<file path="config.mk">
export PLATFORM = sky130hd
export DESIGN_NAME = nocRouter
export DESIGN_NICKNAME = d
export VERILOG_FILES = /design/src/rtl/nocPkg.sv /design/src/rtl/inputPort.sv /design/src/rtl/packetTimer.sv /design/src/rtl/switchArbiter.sv /design/src/rtl/crossbar.sv /design/src/rtl/outputPort.sv /design/src/rtl/nocRouter.sv
export SDC_FILE = /design/constraint.sdc
export NUM_CORES = 2
export LEC_CHECK = 0
export ABC_AREA = 0
export BUFFER_PORTS_ARGS = -buffer_cell sky130_fd_sc_hd__buf_2
export CORE_UTILIZATION = 35
export DETAILED_ROUTE_END_ITERATION = 8
export GPL_TIMING_DRIVEN = 0
export MAX_ROUTING_LAYER = met4
export SLEW_MARGIN = 20
export SYNTH_ARGS = -nofsm -noshare
export SYNTH_HDL_FRONTEND = slang
export SYNTH_SLANG_ARGS = --single-unit
</file>
<file path="constraint.sdc">
create_clock -name clk -period 6.2 [get_ports clk]
set_clock_uncertainty 0.15 [all_clocks]
set_input_delay 0.62 -clock clk [delete_from_list [all_inputs] [get_ports clk]]
set_output_delay 0.62 -clock clk [all_outputs]
set_load 0.01 [all_outputs]
</file>
<file path="src/rtl/nocPkg.sv">
package nocPkg;

  localparam int numPorts = 5;
  localparam int bufDepth = 4;  // Input FIFO depth and initial credits.

  typedef logic [2:0] flitIdT;
  typedef logic [1:0] coordT;
  typedef logic [11:0] pktLenT;  // Flits per packet, head included.
  typedef logic [2:0] creditT;
  typedef logic [2:0] portSelT;

  localparam portSelT portL = 3'd0;
  localparam portSelT portN = 3'd1;
  localparam portSelT portE = 3'd2;
  localparam portSelT portW = 3'd3;
  localparam portSelT portS = 3'd4;

  localparam flitIdT flitHead = 3'b001;
  localparam flitIdT flitBody = 3'b010;
  localparam flitIdT flitTail = 3'b100;

  typedef struct packed {
    flitIdT flitId;
    coordT destX;
    coordT destY;
    logic [15:0] payload;  // Head carries pktLenT in low bits.
  } flitT;

  typedef struct packed {
    logic valid;
    flitT flit;
  } linkT;

  typedef enum logic [2:0] {
    arbIdle,
    grantL,
    grantN,
    grantE,
    grantW,
    grantS
  } arbStateT;

endpackage

</file>
<file path="src/rtl/inputPort.sv">
`timescale 1ns/100ps

module inputPort #(
  parameter nocPkg::coordT routerX = 2'd1,
  parameter nocPkg::coordT routerY = 2'd1
) (
  input  logic clk,
  input  logic rst,
  input  nocPkg::linkT inLink,
  input  logic deq,
  output logic [nocPkg::numPorts-1:0] req,
  output nocPkg::flitT headFlit,
  output logic creditOut
);

  nocPkg::flitT mem [nocPkg::bufDepth];
  logic [$clog2(nocPkg::bufDepth)-1:0] wrPtr, rdPtr;
  nocPkg::creditT fillCount;
  nocPkg::portSelT routeReg, routeFront;
  nocPkg::flitT front;
  logic full, empty;

  assign full = fillCount == nocPkg::creditT'(nocPkg::bufDepth);
  assign empty = fillCount == '0;
  assign front = mem[rdPtr];
  assign headFlit = empty ? '0 : front;  // Stale entries must not look like heads.

  // XY routing, X first. Y grows toward North.
  always_comb
  begin
    routeFront = routeReg;
    if (front.flitId == nocPkg::flitHead)
    begin
      if (front.destX > routerX)
        routeFront = nocPkg::portE;
      else if (front.destX < routerX)
        routeFront = nocPkg::portW;
      else if (front.destY > routerY)
        routeFront = nocPkg::portN;
      else if (front.destY < routerY)
        routeFront = nocPkg::portS;
      else
        routeFront = nocPkg::portL;
    end
  end

  assign req = empty ? '0 : ({{(nocPkg::numPorts-1){1'b0}}, 1'b1} << routeFront);

  always_ff @(posedge clk)
  begin
    if (inLink.valid)
      mem[wrPtr] <= inLink.flit;
  end

  always_ff @(posedge clk)
  begin
    if (rst)
    begin
      wrPtr <= '0;
      rdPtr <= '0;
      fillCount <= '0;
      routeReg <= nocPkg::portL;
      creditOut <= 1'b0;
    end
    else
    begin
      if (inLink.valid)
        wrPtr <= wrPtr + 1'b1;
      if (deq)
        rdPtr <= rdPtr + 1'b1;
      if (deq && front.flitId == nocPkg::flitHead)
        routeReg <= routeFront;  // Body and tail follow the head.
      fillCount <= fillCount + nocPkg::creditT'(inLink.valid) - nocPkg::creditT'(deq);
      creditOut <= deq;
    end
  end

  // Upstream credit accounting keeps the FIFO from overflowing.
  assert property (@(posedge clk) disable iff (rst) inLink.valid |-> !full)
    else $error("inputPort push while FIFO full");
  assert property (@(posedge clk) disable iff (rst) deq |-> !empty)
    else $error("inputPort dequeue while FIFO empty");

endmodule

</file>
<file path="src/rtl/packetTimer.sv">
`timescale 1ns/100ps

module packetTimer (
  input  logic clk,
  input  logic rst,
  input  nocPkg::flitT headFlit,
  input  logic runTimer,
  output logic timesUp
);

  nocPkg::pktLenT pktLen;
  nocPkg::pktLenT count;

  always_ff @(posedge clk)
  begin
    if (rst)
    begin
      pktLen <= '0;
      count <= '0;
    end
    else
    begin
      if (headFlit.flitId == nocPkg::flitHead)
        pktLen <= headFlit.payload[$bits(nocPkg::pktLenT)-1:0];
      if (timesUp)
        count <= '0;  // Grant drops with it.
      else if (runTimer)
        count <= count + 1'b1;  // One per transferred flit.
    end
  end

  assign timesUp = count == pktLen;

endmodule

</file>
<file path="src/rtl/switchArbiter.sv">
`timescale 1ns/100ps

module switchArbiter (
  input  logic clk,
  input  logic rst,
  input  logic [nocPkg::numPorts-1:0] req,
  input  nocPkg::flitT headFlit [nocPkg::numPorts],
  input  logic xfer,
  output logic [nocPkg::numPorts-1:0] grant
);

  nocPkg::arbStateT state, nextState;
  nocPkg::portSelT holder;
  logic held;
  logic [nocPkg::numPorts-1:0] runTimer;
  logic [nocPkg::numPorts-1:0] timesUp;

  function automatic nocPkg::arbStateT grantState(input nocPkg::portSelT p);
    case (p)
      nocPkg::portL: return nocPkg::grantL;
      nocPkg::portN: return nocPkg::grantN;
      nocPkg::portE: return nocPkg::grantE;
      nocPkg::portW: return nocPkg::grantW;
      nocPkg::portS: return nocPkg::grantS;
      default: return nocPkg::arbIdle;
    endcase
  endfunction

  always_comb
  begin
    held = 1'b1;
    holder = nocPkg::portL;
    case (state)
      nocPkg::grantL: holder = nocPkg::portL;
      nocPkg::grantN: holder = nocPkg::portN;
      nocPkg::grantE: holder = nocPkg::portE;
      nocPkg::grantW: holder = nocPkg::portW;
      nocPkg::grantS: holder = nocPkg::portS;
      default: held = 1'b0;
    endcase
  end

  // Masked on timesUp so the holder's next packet cannot slip through.
  assign grant = (held && !timesUp[holder])
    ? ({{(nocPkg::numPorts-1){1'b0}}, 1'b1} << holder) : '0;

  assign runTimer = grant & {nocPkg::numPorts{xfer}};

  for (genvar i = 0; i < nocPkg::numPorts; i++)
  begin : genTimer
    packetTimer timer (
      .clk(clk),
      .rst(rst),
      .headFlit(headFlit[i]),
      .runTimer(runTimer[i]),
      .timesUp(timesUp[i])
    );
  end

  // Search starts after the holder; from idle, L comes first.
  always_comb
  begin
    nocPkg::portSelT base;
    nocPkg::portSelT cand;
    logic found;
    base = held ? holder : nocPkg::portS;
    found = 1'b0;
    cand = base;
    nextState = state;
    if (!held || timesUp[holder])
    begin
      nextState = nocPkg::arbIdle;
      for (int k = 1; k <= nocPkg::numPorts; k++)
      begin
        cand = nocPkg::portSelT'((int'(base) + k) % nocPkg::numPorts);
        if (!found && req[cand])
        begin
          nextState = grantState(cand);
          found = 1'b1;
        end
      end
    end
  end

  always_ff @(posedge clk)
  begin
    if (rst)
      state <= nocPkg::arbIdle;
    else
      state <= nextState;
  end

  // A fresh grant lands on an input that still requests this output.
  assert property (@(posedge clk) disable iff (rst)
    ($past(grant) == '0 && grant != '0) |-> (grant & req) != '0)
    else $error("switchArbiter granted an input without a request");
  // Head length must end the grant right after the tail leaves.
  assert property (@(posedge clk) disable iff (rst)
    (xfer && headFlit[holder].flitId == nocPkg::flitTail) |=> grant == '0)
    else $error("switchArbiter grant outlived the tail flit");

endmodule

</file>
<file path="src/rtl/crossbar.sv">
`timescale 1ns/100ps

module crossbar (
  input  logic [nocPkg::numPorts-1:0] grant [nocPkg::numPorts],
  input  nocPkg::flitT headFlit [nocPkg::numPorts],
  input  logic [nocPkg::numPorts-1:0] req [nocPkg::numPorts],
  input  logic [nocPkg::numPorts-1:0] hasCredit,
  output nocPkg::flitT outFlit [nocPkg::numPorts],
  output logic [nocPkg::numPorts-1:0] xfer,
  output logic [nocPkg::numPorts-1:0] deq
);

  // Grant is indexed by output, req by input.
  always_comb
  begin
    for (int o = 0; o < nocPkg::numPorts; o++)
    begin
      outFlit[o] = '0;
      xfer[o] = 1'b0;
      for (int i = 0; i < nocPkg::numPorts; i++)
      begin
        if (grant[o][i])
        begin
          outFlit[o] = headFlit[i];
          xfer[o] = req[i][o] && hasCredit[o];
        end
      end
    end
  end

  // Each transfer pops its source input.
  always_comb
  begin
    deq = '0;
    for (int i = 0; i < nocPkg::numPorts; i++)
    begin
      for (int o = 0; o < nocPkg::numPorts; o++)
      begin
        if (xfer[o] && grant[o][i])
          deq[i] = 1'b1;
      end
    end
  end

endmodule

</file>
<file path="src/rtl/outputPort.sv">
`timescale 1ns/100ps

module outputPort (
  input  logic clk,
  input  logic rst,
  input  nocPkg::flitT outFlit,
  input  logic xfer,
  input  logic creditIn,
  output logic hasCredit,
  output nocPkg::linkT outLink
);

  nocPkg::creditT credits;
  logic validReg;
  nocPkg::flitT flitReg;

  assign hasCredit = credits != '0;
  assign outLink = '{valid: validReg, flit: flitReg};

  always_ff @(posedge clk)
  begin
    if (rst)
      credits <= nocPkg::creditT'(nocPkg::bufDepth);  // Downstream FIFO empty.
    else
    begin
      case ({xfer, creditIn})
        2'b10: credits <= credits - 1'b1;
        2'b01: credits <= credits + 1'b1;
        default: credits <= credits;
      endcase
    end
  end

  always_ff @(posedge clk)
  begin
    if (rst)
      validReg <= 1'b0;
    else
      validReg <= xfer;
  end

  always_ff @(posedge clk)
  begin
    if (xfer)
      flitReg <= outFlit;
  end

  assert property (@(posedge clk) disable iff (rst) xfer |-> credits != '0)
    else $error("outputPort send without credit");
  assert property (@(posedge clk) disable iff (rst)
    (creditIn && !xfer) |-> credits != nocPkg::creditT'(nocPkg::bufDepth))
    else $error("outputPort credit count above bufDepth");

endmodule

</file>
<file path="src/rtl/nocRouter.sv">
`timescale 1ns/100ps

module nocRouter #(
  parameter nocPkg::coordT routerX = 2'd1,
  parameter nocPkg::coordT routerY = 2'd1
) (
  input  logic clk,
  input  logic rst,
  input  nocPkg::linkT inLink [nocPkg::numPorts],
  output logic [nocPkg::numPorts-1:0] creditOut,
  output nocPkg::linkT outLink [nocPkg::numPorts],
  input  logic [nocPkg::numPorts-1:0] creditIn
);

  logic [nocPkg::numPorts-1:0] req [nocPkg::numPorts];  // By input.
  logic [nocPkg::numPorts-1:0] reqToOut [nocPkg::numPorts];  // By output.
  logic [nocPkg::numPorts-1:0] grant [nocPkg::numPorts];
  nocPkg::flitT headFlit [nocPkg::numPorts];
  nocPkg::flitT outFlit [nocPkg::numPorts];
  logic [nocPkg::numPorts-1:0] deq, xfer, hasCredit;

  for (genvar p = 0; p < nocPkg::numPorts; p++)
  begin : genPort
    for (genvar i = 0; i < nocPkg::numPorts; i++)
    begin : genReq
      assign reqToOut[p][i] = req[i][p];
    end

    inputPort #(.routerX(routerX), .routerY(routerY)) inPort (
      .clk(clk),
      .rst(rst),
      .inLink(inLink[p]),
      .deq(deq[p]),
      .req(req[p]),
      .headFlit(headFlit[p]),
      .creditOut(creditOut[p])
    );

    switchArbiter arbiter (
      .clk(clk),
      .rst(rst),
      .req(reqToOut[p]),
      .headFlit(headFlit),
      .xfer(xfer[p]),
      .grant(grant[p])
    );

    outputPort outPort (
      .clk(clk),
      .rst(rst),
      .outFlit(outFlit[p]),
      .xfer(xfer[p]),
      .creditIn(creditIn[p]),
      .hasCredit(hasCredit[p]),
      .outLink(outLink[p])
    );
  end

  crossbar xbar (
    .grant(grant),
    .headFlit(headFlit),
    .req(req),
    .hasCredit(hasCredit),
    .outFlit(outFlit),
    .xfer(xfer),
    .deq(deq)
  );

endmodule

</file>
==> out/metrics.yaml <==
status: "completed"
reg2reg_depth: 16
detailed_place_hpwl_um: 146000
synth_edf_count: 575
fp-row-count: 144
firstDrtPassIters: 6
placed_area_sq_um: 58900
portBuffers: 251
period_needed_ns: 6.08
numCtsBuffers: 107
endpoint_kind: "flop"
p_seq_share_pct: 31.8
final_cell_mix: "575 x edfxtp_1, 570 x nor2_1, 509 x xor2_1"
clk_latency_ns: 0.75
core_sq_um: 155000
p_per_area_nw_per_um2: 378
clock.fmax_mhz: 164
finalWorstSetupSlack_ns: 0.117
h-tree-depth: 3
ff2ff_setup_slack_ns: 0.12
avgSynthCellArea_sq_um: 10.6
dieArea_sq_um: 158000
die_x_um: 398
p_sw_mw: 9.35
drc: 0
ioPinCount: 252
ys_async_sr_fraction_pct: 0
crit_fanout: 8
grtUsageTotal_pct: 24.6
layout_commonest_cell: "edfxtp_1"
syn_nets: 5505
die_y_um: 398
synthCells: 5198
clockRootBuffer: "clkbuf_16"
finalSetupViolations: 0
finalCritPeriodShare_pct: 98.1
ys_warn_count: 0
hold_path.class: "in -> reg"
hold_depth: 3
cts_tree: "built"
hold_end: "genPort[3].inPort.wrPtr[0]$_SDFFE_PP0P_"
reg2reg_to: "genPort[3].inPort.fillCount[2]$_SDFF_PP0_"
clk_path_buf_depth: 3
maxSlewViolCount: 0
layoutNonFillerInstCount: 7832
grt_max_degree: 24
ant_nets: 0
drive_above_1_share_pct: 13.4
clockPowerShare_pct: 28.0
crit_type: "reg -> reg"
p_total_mw: 24.2
swShare_pct: 38.6
synth_seq_area_share_pct: 48.2
grt_pass1_wl_um: 280000
antenna_found_initial: 29
ys_seq_elements: 1035
internal_power_mw: 14.9
power.static_leakage_nw: 24.5
grt-ovfl-total: 0
vias: 43900
final_area_sq_um: 64100
tightestPinTransition_ns: 1.30
syn2layout_area_growth_pct: 16.8
netlist_area_sq_um: 54900
grt_pass1_vias: 41400
start_util_pct: 35.5
clock-sinks: 1035
wl_um: 194000
final_nets: 5990
dp_slack_ns: -0.790
dp_cells: 7502
start_kind: "flop"
peakVddDrop_mv: 0.268
relSlewSlack_pct: 13.4
tns_ns: 0
path_clk_slew_ns: 0.07
place.gp.congestion: 1.03
synth_cell_type_count: 100
critical_path_arrival_ns: 6.54
synthFlopType: "edfxtp_1"
cap_violations: 0
vias_per_cell: 5.61
hold_viol_final: 0
fillers: 14700
min-delay-start: "inLink[47]"
power_frac_comb_pct: 40.2
wl_per_cell_um: 24.8
worst-endpoint-required_ns: 6.66
drtIter0Drc: 4899
synth_stat cells (all sizes together), types with 14 or more instances:
library cell    n  area [sq um]
dfxtp         460          9210
nor4           81           513
edfxtp        575         17300
nor4b          15           163
o21ai         134           671
and3           71           445
nor3           74           397
mux2           23           259
inv           149           559
a211oi         30           225
xnor2         117          1020
or2            34           213
nand2b         47           294
buf            38           215
mux4          110          2480
nor2          574          2150
a21o           14           105
nand2         399          1500
o21a           15           113
a221oi         14           123
o22ai         171          1070
or3b           19           166
ha            170          2130
a211o          41           359
or3            46           288
o211ai         18           135
and2           72           450
nor3b          20           160
o221ai         60           526
a21oi         157           786
nor2b          34           213
nand4          77           482
mux2i         161          1610
a31oi          34           213
nand3         159           806
clkbuf        251           942
xor2          509          4460
logic make-up (layout without fill, tap and decap cells):
kind of cell | after synthesis | count (layout) | synth area share (%)
multiplexers | 294 | 294 | 7.92
XOR/XNOR | 635 | 635 | 10.4
AND/OR/NAND/NOR | 1771 | 1771 | 15.8
buffers and inverters | 447 | 1023 | 3.19
other | 0 | 14 | 0
AO/OA/AOI/OAI | 832 | 832 | 10.2
adder cells (fa/ha/maj) | 184 | 184 | 4.31
flip-flops | 1035 | 1035 | 48.2
worst max-delay path, stage by stage (launching register included):
cell      delay, ns
dfxtp_1        0.31
clkbuf_1       0.51
mux4_2         0.52
or4b_1         0.59
o32ai_2        0.72
nand2b_1       0.41
nor3_2         0.95
nor3_1         0.19
nand3_1        0.33
ha_1           0.30
inv_1          0.05
ha_1           0.12
inv_1          0.05
fa_1           0.37
xor2_1         0.18
xnor2_1        0.14
nor2_1         0.05
repair_timing:
| action | CTS | global route |
|---|---|---|
| hold endpoints to repair | 460 | 0 |
| hold buffers | 115 | 0 |
| pin swaps | 0 | 3 |
| resized for setup | 31 | 57 |
| setup endpoints to repair | 19 | 17 |
| buffers inserted | 0 | 6 |
metal layers:
layer  up-vias  track usage, %  routed length, um
met5         -               -                  0
li1      20000               -                  -
met2      1991            36.1              84400
met1     21600            32.8              84000
met3       379            4.76              16700
met4         0            10.6               8890
worst max path at each step:
stage                                             startpoint                                   endpoint  slack (ns)
global route        genPort[3].arbiter.state[1]$_SDFFE_PP0P_   genPort[3].arbiter.state[0]$_SDFFE_PP0P_       -0.03
floorplan           genPort[1].arbiter.state[2]$_SDFFE_PP0P_   genPort[1].arbiter.state[1]$_SDFFE_PP0P_        0.53
detailed placement  genPort[0].arbiter.state[2]$_SDFFE_PP0P_   genPort[0].arbiter.state[1]$_SDFFE_PP0P_       -0.79
finish                                                  flop  genPort[3].inPort.fillCount[2]$_SDFF_PP0_        0.12
CTS                 genPort[4].arbiter.state[1]$_SDFFE_PP0P_   genPort[4].arbiter.state[2]$_SDFFE_PP0P_      0.0007
global placement                                        flop  genPort[3].inPort.fillCount[2]$_SDFF_PP0_       -0.93
registers in the layout (all words and copies together), names as in the netlist, named ones only:
register and cells:
genPort.inPort.mem 460, genPort.arbiter.genTimer.timer.count 300, genPort.outPort.outLink 115, genPort.arbiter.genTimer.timer.pktLen 60
genPort.arbiter.state 15, genPort.inPort.fillCount 15, genPort.inPort.routeReg 15, genPort.outPort.credits 15
genPort.inPort.rdPtr 10, genPort.inPort.wrPtr 10, genPort.inPort.creditOut 5, genPort.outPort.validReg 5
per-stage QoR:
step	hold slack, ns	util (%)
finish	0.0822	41.4
global route	0.0742	41.4
CTS	0.0256	41.3
detailed placement	0.337	38.1
global placement	0.333	37.9
floorplan	0.311	-
final cells by class:
cell class | count | area, sq um | area share, %
Multi-Input combinational cell | 3716 | 27000 | 42.1
Clock inverter | 68 | 759 | 1.19
Sequential cell | 1035 | 26500 | 41.3
Tap cell | 2044 | 2560 | 3.99
Inverter | 158 | 599 | 0.935
Timing Repair Buffer | 381 | 2580 | 4.03
Clock buffer | 132 | 2950 | 4.60
Buffer | 284 | 1170 | 1.82
Antenna cell | 14 | 35.0 | 0.0547
power by group through the flow:
stage / registers, mW / logic (mW) / clock network, mW
finish: 7.70 / 9.75 / 6.78
global route: 7.72 / 10.5 / 7.14
floorplan: 7.80 / 6.51 / 0
detailed placement: 7.84 / 9.09 / 0
global placement: 7.84 / 8.98 / 0
CTS: 7.70 / 9.28 / 6.88
No activity file was read; power rests on OpenSTA's default activity.
